**src/design/tex_types_pkg.sv**
```systemverilog
`default_nettype none

package tex_types_pkg;

    // Texel layouts selected through CTRL bits 2:0.
    typedef enum logic [2:0] {
        R8G8B8A8 = 3'd0,
        R5G6B5   = 3'd1,
        R4G4B4A4 = 3'd2,
        L8A8     = 3'd3,
        A8       = 3'd4,
        L8       = 3'd5
    } tex_format_e;

    typedef enum logic {
        POINT    = 1'b0,
        BILINEAR = 1'b1
    } tex_filter_e;

    localparam int TEX_NUM_TEXELS = 4;
    localparam int TEX_FRAC_BITS  = 8;

    // Footprint order is top-left, top-right, bottom-left, bottom-right.
    typedef struct packed {
        logic [TEX_FRAC_BITS-1:0]        v_frac;
        logic [TEX_FRAC_BITS-1:0]        u_frac;
        logic [TEX_NUM_TEXELS-1:0][31:0] texels;
    } tex_req_t;

    // One colour sample split into 8-bit lanes, ch0 in the low byte.
    typedef struct packed {
        logic [7:0] ch3;
        logic [7:0] ch2;
        logic [7:0] ch1;
        logic [7:0] ch0;
    } tex_chan_t;

endpackage

`default_nettype wire

```
**src/design/tex_apb_pkg.sv**
```systemverilog
`default_nettype none

package tex_apb_pkg;

    typedef struct packed {
        logic [7:0]  paddr;
        logic        psel;
        logic        penable;
        logic        pwrite;
        logic [31:0] pwdata;
    } apb_req_t;

    typedef struct packed {
        logic [31:0] prdata;
        logic        pready;
        logic        pslverr;
    } apb_rsp_t;

    // Register map.
    typedef enum logic [7:0] {
        REG_CTRL   = 8'h00,
        REG_STATUS = 8'h04
    } tex_reg_e;

endpackage

`default_nettype wire

```
**src/design/tex_csr.sv**
```systemverilog
`timescale 1ns/1ps
`default_nettype none

module tex_csr
    import tex_types_pkg::*, tex_apb_pkg::*;
#(
    parameter int CNT_WIDTH = 16
) (
    input  logic        clk,
    input  logic        arst_n,
    input  apb_req_t    apb_req,
    output apb_rsp_t    apb_rsp,
    input  logic        done,
    output tex_format_e format,
    output tex_filter_e filter
);

    tex_format_e          format_q;
    tex_filter_e          filter_q;
    logic [CNT_WIDTH-1:0] cnt_q;
    logic                 access;
    logic                 ctrl_wr;
    logic [31:0]          ctrl_rdata;

    assign access  = apb_req.psel & apb_req.penable;
    assign ctrl_wr = access & apb_req.pwrite & (apb_req.paddr == REG_CTRL);

    // Unused CTRL bits read back as zero.
    assign ctrl_rdata = {27'b0, filter_q, 1'b0, format_q};

    always_ff @(posedge clk or negedge arst_n) begin
        if (!arst_n) begin
            format_q <= R8G8B8A8;
            filter_q <= POINT;
        end else if (ctrl_wr) begin
            format_q <= tex_format_e'(apb_req.pwdata[2:0]);
            filter_q <= tex_filter_e'(apb_req.pwdata[4]);
        end
    end

    // Completed samples, wrapping at CNT_WIDTH bits.
    always_ff @(posedge clk or negedge arst_n) begin
        if (!arst_n) begin
            cnt_q <= '0;
        end else if (done) begin
            cnt_q <= cnt_q + 1'b1;
        end
    end

    // Zero-wait slave, so the response is decoded straight from the request.
    always_comb begin
        apb_rsp.pready  = apb_req.psel;
        apb_rsp.prdata  = '0;
        apb_rsp.pslverr = 1'b0;
        case (apb_req.paddr)
            REG_CTRL: begin
                apb_rsp.prdata = ctrl_rdata;
            end
            REG_STATUS: begin
                apb_rsp.prdata  = 32'(cnt_q);
                apb_rsp.pslverr = access & apb_req.pwrite;
            end
            default: begin
                apb_rsp.pslverr = access;
            end
        endcase
    end

    assign format = format_q;
    assign filter = filter_q;

endmodule

`default_nettype wire

```
**src/design/tex_format.sv**
```systemverilog
`timescale 1ns/1ps
`default_nettype none

module tex_format
    import tex_types_pkg::*;
(
    input  logic [TEX_NUM_TEXELS-1:0][31:0] texels,
    input  tex_format_e                     format,
    output tex_chan_t [TEX_NUM_TEXELS-1:0]  lerp_texels,
    output logic [3:0]                      color_enable,
    output logic [31:0]                     pt_color
);

    // Narrow fields are zero-extended into their 8-bit lane.
    function automatic tex_chan_t unpack(input logic [31:0] texel, input tex_format_e fmt);
        tex_chan_t c;
        c = '0;
        case (fmt)
            R5G6B5: begin
                c.ch0 = 8'(texel[4:0]);
                c.ch1 = 8'(texel[10:5]);
                c.ch2 = 8'(texel[15:11]);
            end
            R4G4B4A4: begin
                c.ch0 = 8'(texel[3:0]);
                c.ch1 = 8'(texel[7:4]);
                c.ch2 = 8'(texel[11:8]);
                c.ch3 = 8'(texel[15:12]);
            end
            L8A8: begin
                c.ch0 = texel[7:0];
                c.ch1 = texel[15:8];
            end
            A8, L8: begin
                c.ch0 = texel[7:0];
            end
            // Codes 6 and 7 fall back to R8G8B8A8.
            default: begin
                c.ch0 = texel[7:0];
                c.ch1 = texel[15:8];
                c.ch2 = texel[23:16];
                c.ch3 = texel[31:24];
            end
        endcase
        return c;
    endfunction

    always_comb begin
        for (int i = 0; i < TEX_NUM_TEXELS; i++) begin
            lerp_texels[i] = unpack(texels[i], format);
        end
    end

    always_comb begin
        case (format)
            R5G6B5:   color_enable = 4'b0111;
            L8A8:     color_enable = 4'b0011;
            A8, L8:   color_enable = 4'b0001;
            default:  color_enable = 4'b1111;
        endcase
    end

    // Point colour is texel 0; R5G6B5 puts opaque alpha in byte 0
    // and shifts its three fields up one byte.
    always_comb begin
        if (format == R5G6B5) begin
            pt_color = {lerp_texels[0].ch2, lerp_texels[0].ch1, lerp_texels[0].ch0, 8'hFF};
        end else begin
            pt_color = lerp_texels[0];
        end
    end

endmodule

`default_nettype wire

```
**src/design/tex_lerp.sv**
```systemverilog
`timescale 1ns/1ps
`default_nettype none

module tex_lerp
    import tex_types_pkg::*;
(
    input  logic                            clk,
    input  logic                            arst_n,
    input  logic                            in_valid,
    output logic                            in_ready,
    input  tex_chan_t [TEX_NUM_TEXELS-1:0]  lerp_texels,
    input  logic [3:0]                      color_enable,
    input  logic [31:0]                     pt_color,
    input  logic [TEX_FRAC_BITS-1:0]        u_frac,
    input  logic [TEX_FRAC_BITS-1:0]        v_frac,
    input  tex_filter_e                     filter,
    output logic                            out_valid,
    input  logic                            out_ready,
    output logic [31:0]                     out_color
);

    localparam int WGT_W = TEX_FRAC_BITS + 1;
    localparam int SUM_W = 8 + TEX_FRAC_BITS + 1;

    // Everything stage 2 needs travels with the item.
    typedef struct packed {
        tex_chan_t                top;
        tex_chan_t                bot;
        logic [TEX_FRAC_BITS-1:0] v_frac;
        logic [3:0]               color_enable;
        logic [31:0]              pt_color;
        tex_filter_e              filter;
    } stage1_t;

    function automatic logic [7:0] lerp8(input logic [7:0] a, input logic [7:0] b,
                                         input logic [TEX_FRAC_BITS-1:0] f);
        logic [WGT_W-1:0] wa;
        logic [SUM_W-1:0] sum;
        wa  = WGT_W'(1 << TEX_FRAC_BITS) - WGT_W'(f);
        sum = SUM_W'(a) * SUM_W'(wa) + SUM_W'(b) * SUM_W'(f);
        return sum[TEX_FRAC_BITS +: 8];
    endfunction

    function automatic tex_chan_t lerp_chan(input tex_chan_t a, input tex_chan_t b,
                                            input logic [TEX_FRAC_BITS-1:0] f);
        tex_chan_t r;
        r.ch0 = lerp8(a.ch0, b.ch0, f);
        r.ch1 = lerp8(a.ch1, b.ch1, f);
        r.ch2 = lerp8(a.ch2, b.ch2, f);
        r.ch3 = lerp8(a.ch3, b.ch3, f);
        return r;
    endfunction

    stage1_t     s1_d;
    stage1_t     s1_q;
    logic        s1_valid_q;
    logic        s1_ready;
    logic        s2_valid_q;
    logic        s2_ready;
    logic [31:0] s2_color_d;
    logic [31:0] s2_color_q;
    tex_chan_t   vert;
    tex_chan_t   bil;

    // A stage loads when empty or when its successor is moving.
    assign s2_ready = ~s2_valid_q | out_ready;
    assign s1_ready = ~s1_valid_q | s2_ready;
    assign in_ready = s1_ready;

    // Horizontal blends along the top and bottom rows.
    always_comb begin
        s1_d.top          = lerp_chan(lerp_texels[0], lerp_texels[1], u_frac);
        s1_d.bot          = lerp_chan(lerp_texels[2], lerp_texels[3], u_frac);
        s1_d.v_frac       = v_frac;
        s1_d.color_enable = color_enable;
        s1_d.pt_color     = pt_color;
        s1_d.filter       = filter;
    end

    // Vertical blend, then disabled channels forced to 0xFF.
    always_comb begin
        vert    = lerp_chan(s1_q.top, s1_q.bot, s1_q.v_frac);
        bil.ch0 = s1_q.color_enable[0] ? vert.ch0 : 8'hFF;
        bil.ch1 = s1_q.color_enable[1] ? vert.ch1 : 8'hFF;
        bil.ch2 = s1_q.color_enable[2] ? vert.ch2 : 8'hFF;
        bil.ch3 = s1_q.color_enable[3] ? vert.ch3 : 8'hFF;
        s2_color_d = (s1_q.filter == BILINEAR) ? bil : s1_q.pt_color;
    end

    always_ff @(posedge clk or negedge arst_n) begin
        if (!arst_n) begin
            s1_valid_q <= 1'b0;
            s2_valid_q <= 1'b0;
        end else begin
            if (s1_ready) s1_valid_q <= in_valid;
            if (s2_ready) s2_valid_q <= s1_valid_q;
        end
    end

    always_ff @(posedge clk) begin
        if (in_valid && s1_ready) s1_q <= s1_d;
        if (s1_valid_q && s2_ready) s2_color_q <= s2_color_d;
    end

    assign out_valid = s2_valid_q;
    assign out_color = s2_color_q;

endmodule

`default_nettype wire

```
**src/design/tex_sampler.sv**
```systemverilog
`timescale 1ns/1ps
`default_nettype none

module tex_sampler
    import tex_types_pkg::*, tex_apb_pkg::*;
#(
    parameter int CNT_WIDTH = 16
) (
    input  logic        clk,
    input  logic        arst_n,
    input  apb_req_t    apb_req,
    output apb_rsp_t    apb_rsp,
    input  logic        req_valid,
    output logic        req_ready,
    input  tex_req_t    req,
    output logic        rsp_valid,
    input  logic        rsp_ready,
    output logic [31:0] rsp_color
);

    tex_format_e                    format;
    tex_filter_e                    filter;
    tex_chan_t [TEX_NUM_TEXELS-1:0] lerp_texels;
    logic [3:0]                     color_enable;
    logic [31:0]                    pt_color;

    // One completed sample per output transfer.
    wire done = rsp_valid & rsp_ready;

    tex_csr #(
        .CNT_WIDTH (CNT_WIDTH)
    ) u_csr (
        .clk     (clk),
        .arst_n  (arst_n),
        .apb_req (apb_req),
        .apb_rsp (apb_rsp),
        .done    (done),
        .format  (format),
        .filter  (filter)
    );

    tex_format u_format (
        .texels       (req.texels),
        .format       (format),
        .lerp_texels  (lerp_texels),
        .color_enable (color_enable),
        .pt_color     (pt_color)
    );

    tex_lerp u_lerp (
        .clk          (clk),
        .arst_n       (arst_n),
        .in_valid     (req_valid),
        .in_ready     (req_ready),
        .lerp_texels  (lerp_texels),
        .color_enable (color_enable),
        .pt_color     (pt_color),
        .u_frac       (req.u_frac),
        .v_frac       (req.v_frac),
        .filter       (filter),
        .out_valid    (rsp_valid),
        .out_ready    (rsp_ready),
        .out_color    (rsp_color)
    );

endmodule

`default_nettype wire

```
**config.mk**
```make
export PLATFORM = sky130hd
export DESIGN_NAME = tex_sampler
export DESIGN_NICKNAME = d
export VERILOG_FILES = /design/src/design/tex_types_pkg.sv /design/src/design/tex_apb_pkg.sv /design/src/design/tex_csr.sv /design/src/design/tex_format.sv /design/src/design/tex_lerp.sv /design/src/design/tex_sampler.sv
export SDC_FILE = /design/constraint.sdc
export NUM_CORES = 2
export LEC_CHECK = 0
export BUFFER_PORTS_ARGS = -buffer_cell sky130_fd_sc_hd__buf_2
export CAP_MARGIN = 5
export CORE_ASPECT_RATIO = 1.5
export CORE_MARGIN = 4
export CORE_UTILIZATION = 60
export DETAILED_ROUTE_END_ITERATION = 6
export PLACE_DENSITY_LB_ADDON = 0.15
export SETUP_SLACK_MARGIN = 0.15
export SLEW_MARGIN = 5
export SYNTH_ARGS = -nofsm -noshare
export SYNTH_HDL_FRONTEND = slang
export SYNTH_SLANG_ARGS = --single-unit
```
**constraint.sdc**
```tcl
create_clock -name clk -period 15.4 [get_ports clk]
set_clock_uncertainty 0.1 [all_clocks]
set_input_delay 0.77 -clock clk [delete_from_list [all_inputs] [get_ports clk]]
set_output_delay 0.77 -clock clk [all_outputs]
set_load 0.1 [all_outputs]
```
After elaboration in Yosys (flattened, before gate mapping)
Index checks and enable logic that the tools add are counted.
{ "word_totals": {"output_inout_bits": 68, "regBits": 163, "in_bits": 191} }
{ "op_classes": {"addsub": 15, "mul": 24, "n_reduce_logical": 6, "bitwise": 8, "n_mux": 25, "n_eq_ne": 6} }
{ "ops": {"columns": ["op", "count"], "rows": [
  ["adder 16 bit", 12],
  ["multiplier 8 x 8 -> 16 bit", 12],
  ["multiplier 8 x 9 -> 16 bit", 12],
  ["case mux 8 bit (3 select lines)", 8],
  ["case mux 8 bit (2 select lines)", 8],
  ["2-to-1 mux 32 bit", 2],
  ["2-to-1 mux 8 bit", 4],
  ["case mux 16 bit (2 select lines)", 1],
  ["subtractor 9 x 8 -> 9 bit, first input constant", 2],
  ["adder 16 x 1 -> 16 bit, second input constant", 1],
  ["case mux 4 bit (3 select lines)", 1],
  ["== test 8 x 3 -> 1 bit, second input constant", 1],
  ["logical NOT 8 bit", 1],
  ["== test 3 x 2 -> 1 bit, second input constant", 2],
  ["== test 3 bit, second input constant", 2],
  ["AND 1 bit", 4],
  ["OR reduction 4 bit", 1],
  ["== test 3 x 1 -> 1 bit, second input constant", 1],
  ["OR reduction 3 bit", 1],
  ["logical AND 1 bit", 2],
  ["inverter 1 bit", 2],
  ["bitwise OR 1 bit", 2],
  ["case mux 1 bit (2 select lines)", 1],
  ["OR reduction 2 bit", 1]
]} }

Logic depth before layout (Yosys ltp)
{ "logic_depth": {"depth_word": 5, "mapped_depth": 30, "mapped_depth_nobuf": 27} }

Modules after synthesis
Synthesis repeated with hierarchy kept, for this count alone.
{ "hier_totals": {"cells_unflattened": 6569, "hier_area_um2": 60186.5} }
{ "by_module_without_submodules": {"columns": ["mod", "instances", "area_each_um2", "seq_area_each_um2", "cells_each"], "rows": [
  ["tex_lerp", 1, 56857.0, 4284.1, 6132],
  ["tex_format", 1, 2115.8, 0.0, 318],
  ["tex_csr", 1, 1207.4, 500.5, 118],
  ["tex_sampler", 1, 6.3, 0.0, 1]
]} }

Least setup slack after synthesis
OpenSTA, ideal clock, no wires.
{ "synth_path": {"path_kind": "input-to-reg", "start": "input port req[128] in the netlist's numbering", "end": "register u_lerp.s1_q[92] in the netlist's numbering (data pin)", "slack_ns": 7.367, "t_required_ns": 15.040, "t_arrival_ns": 7.673, "n_path_buf": 4, "cell_stages": 27, "setup_time_ns": 0.260, "path_cell_list": "inv_1 -> clkbuf_1 -> clkbuf_1 -> ha_1 -> nand2_1 -> or3_1 -> xor2_1 -> clkbuf_1 -> clkbuf_1 -> nand2_1 -> fa_1 -> fa_1 -> inv_1 -> fa_1 -> fa_1 -> fa_1 -> inv_1 -> fa_1 -> inv_1 -> ha_1 -> or2_2 -> o22ai_1 -> a211oi_1 -> or3_1 -> o31a_1 -> a21oi_1 -> xnor2_1"} }
{ "synth_lines": {"columns": ["item", "line", "source"], "rows": [
  ["start, declared", "tex_sampler.sv:15", "input tex_req_t req,"],
  ["end signal, assigned", "tex_lerp.sv:101", "if (in_valid && s1_ready) s1_q <= s1_d;"],
  ["end, declared", "tex_lerp.sv:55", "stage1_t s1_q;"]
]} }

==> results.toml <==
[outcome]
status = "finished clean"

[floorplan]
die_h_um = 393
die_w_um = 265
rows = 141
core_area_mm2 = 0.0983
io_pins = 259
die_area_mm2 = 0.104
initial_utilization = 0.603

[placement]
dp_hpwl_um = 127000
port-buffer-count = 214
dp_slack_ps = 6220
gp_congestion = 0.938

[timing]
finalHoldViolations = 0
timing.final.ws_setup_ps = 6600
worst_pin_slew_ps = 1270
max_slew_margin = 0.151
setup_viol = 0
fmax_mhz = 114
finalCriticalPeriod_ps = 8800
finalCritPeriodShare = 0.571
drv_slew = 0
tns_ps = 0
grt_setup_unrepaired = "false"

[synthesis]
async_flop_share = 0.136
ys_seq_area_frac = 0.0802
ys_ff_latch = 162
yosys_warnings = 0
synth_edf_count = 140
synth.distinct_cells = 76
synth_ff_type = "edfxtp_1"
synth.cell_area_mm2 = 0.0593
synth_cells = 6583
syn-mean-instance-area_um2 = 9.00

[routing]
drtIter0Drc = 2757
drc = 0
firstDrtPassIters = 6
vias = 44500
ant_nets = 0
viasPerCell = 5.63
wl_um = 159000
wl_per_cell_um = 20.1

[clocking]
clock_path_buffers = 2
cts_hold_buffers = 0
cts_tree = "done"
root_buffer = "clkbuf_16"
cts-buffers-inserted = 17
post_cts_resized = 0
cts_num_sinks = 162
clk_pin_slew_ps = 80
cts_setup_buffers = 0
clk_latency_ps = 470
h-tree-depth = 4

[flow_run]
max-cap-violations = 0

[layout]
drive_gt1_frac = 0.0555
fillerInstances = 8341
utilization = 0.632
nets = 8710
syn_to_final_growth_pct = 4.79

[global_routing]
grt_overflow = 0
track_usage = 0.314
grt_max_degree = 90
antenna_found_initial = 8
first_global_vias = 47700
grt_pass1_wl_um = 255000

[worst_setup_path]
cp_max_fo = 52
reg2reg_to = "u_lerp.s1_q[76]"
worstSetupPathType = "input pin to register"
r2r_cells = 21
critPathArrivalTime_ps = 8970
rrSetupSlack_ps = 6800
reg2reg_from = "u_csr.format[0]"
required_ps = 15580
worstSetupEndpointType = "register"
start_kind = "input pin"

[min_path]
hold_class = "input pin to async pin"
-- synth_stat cells, types with 5 or more instances --
| library cell | count | area (um^2) |
|---|---|---|
| and2_1 | 587 | 3670 |
| ha_1 | 724 | 9060 |
| nor2_1 | 292 | 1100 |
| nor2b_1 | 24 | 150 |
| nand3_1 | 166 | 831 |
| or3_1 | 12 | 75.1 |
| buf_1 | 32 | 120 |
| nand3b_1 | 8 | 60.1 |
| a22oi_1 | 19 | 143 |
| o21bai_1 | 6 | 45.0 |
| inv_1 | 1651 | 6200 |
| nand2b_1 | 24 | 150 |
| nand2_1 | 686 | 2570 |
| clkbuf_1 | 244 | 916 |
| nand4_1 | 19 | 119 |
| nor4_1 | 6 | 37.5 |
| a21o_1 | 14 | 105 |
| mux2_2 | 12 | 135 |
| xor2_1 | 52 | 455 |
| fa_1 | 1200 | 24000 |
| o21a_1 | 18 | 135 |
| o21ai_0 | 43 | 215 |
| nor3_1 | 32 | 160 |
| edfxtp_1 | 140 | 4200 |
| o211ai_1 | 8 | 60.1 |
| a21oi_1 | 80 | 400 |
| dfrtp_1 | 22 | 551 |
| and3_1 | 163 | 1020 |
| a22o_1 | 22 | 193 |
| a211oi_1 | 5 | 37.5 |
| buf_4 | 17 | 128 |
| a31oi_1 | 13 | 81.3 |
| o22a_1 | 18 | 158 |
| xnor2_1 | 142 | 1240 |
-- worst max-delay path by stage --
stage                  start              end  cells after the start
finish              req[129]  u_lerp.s1_q[57]                     26
global route        req[128]  u_lerp.s1_q[57]                     27
CTS                 req[129]  u_lerp.s1_q[57]                     26
detailed placement  req[129]  u_lerp.s1_q[56]                     26
global placement    req[128]  u_lerp.s1_q[76]                     23
floorplan           req[128]  u_lerp.s1_q[92]                     27
-- cell usage in the layout, fill, tap and decap left out, drive strengths merged, types with 22 or more instances in the layout --
master	netlist	final
inv	1651	1658
nor2	292	292
xor2	53	53
nor3	32	32
buf	57	279
and3	163	163
nand2	686	686
xnor2	142	142
nor2b	24	24
a21oi	83	83
nand2b	24	24
nand3	166	166
o21ai	47	47
dfrtp	22	22
and2	588	588
edfxtp	140	140
a22o	22	22
ha	724	724
fa	1200	1200
-- sequential cells by signal, summed over array words and instances, names as in the netlist --
name	flops
u_csr.cnt_q	16
u_csr.filter	1
u_csr.format	3
u_lerp.out_color	32
u_lerp.out_valid	1
u_lerp.s1_q	108
u_lerp.s1_valid_q	1
-- layer usage --
layer  wire length (um)  track usage  up-vias
met4               8490        0.135        6
met1              58300        0.383    22600
met5                 47            0        -
met3              12400       0.0488      460
met2              79600        0.554     1714
li1                   -            -    19700
-- logic make-up (layout without fill, tap and decap cells) --
group,after synthesis,count (layout),share of synthesized area
and+or+nand+nor,2033,2033,0.170
buffers and inverters,1954,1964,0.125
adders and majority gates,1924,1924,0.558
AOI/OAI and AO/OA,295,295,0.0339
xor gates and xnor gates,195,195,0.0289
DFF,162,162,0.0802
muxes,19,19,0.00359
other,1,25,0.0000633
-- critical path: stages --
cell       delay (ps)
buf_2             110
inv_1             460
ha_2              400
nand2_1           210
or3_1             510
xor2_4            280
buf_4             740
nand2_1           180
fa_1              540
fa_1              510
fa_1              510
inv_1              60
fa_1              520
fa_1              500
inv_1              50
fa_1              480
inv_1              40
ha_1              260
o21ai_0           140
a2111oi_0         420
o21ai_1           250
a31oi_1           330
o21a_1            200
o21a_1            150
o21ai_1            70
a21oi_1           240
-- stage by stage --
| stage | instances | hold slack (ps) | cell area [um^2] |
|---|---|---|---|
| floorplan | 6598 | 337 | 59300 |
| global placement | 7863 | 357 | 61500 |
| detailed placement | 7863 | 370 | 61500 |
| CTS | 7895 | 150 | 62100 |
| global route | 7895 | 189 | 62100 |
| finish | 7904 | 150 | 62100 |
-- area by class of cell --
cell class,count,area [um^2],area share
diodes,9,22.5,0.000363
clock buffers,18,439,0.00707
clock inverters,14,166,0.00268
inverters,1653,6200,0.0999
multi-input cells,4482,47400,0.762
flip-flops and latches,162,4750,0.0765
well taps,1287,1610,0.0259
repair buffers,279,1560,0.0251
Power is not shown: default switching activity piles up to over one toggle a cycle in this logic, so the estimate is an artifact.
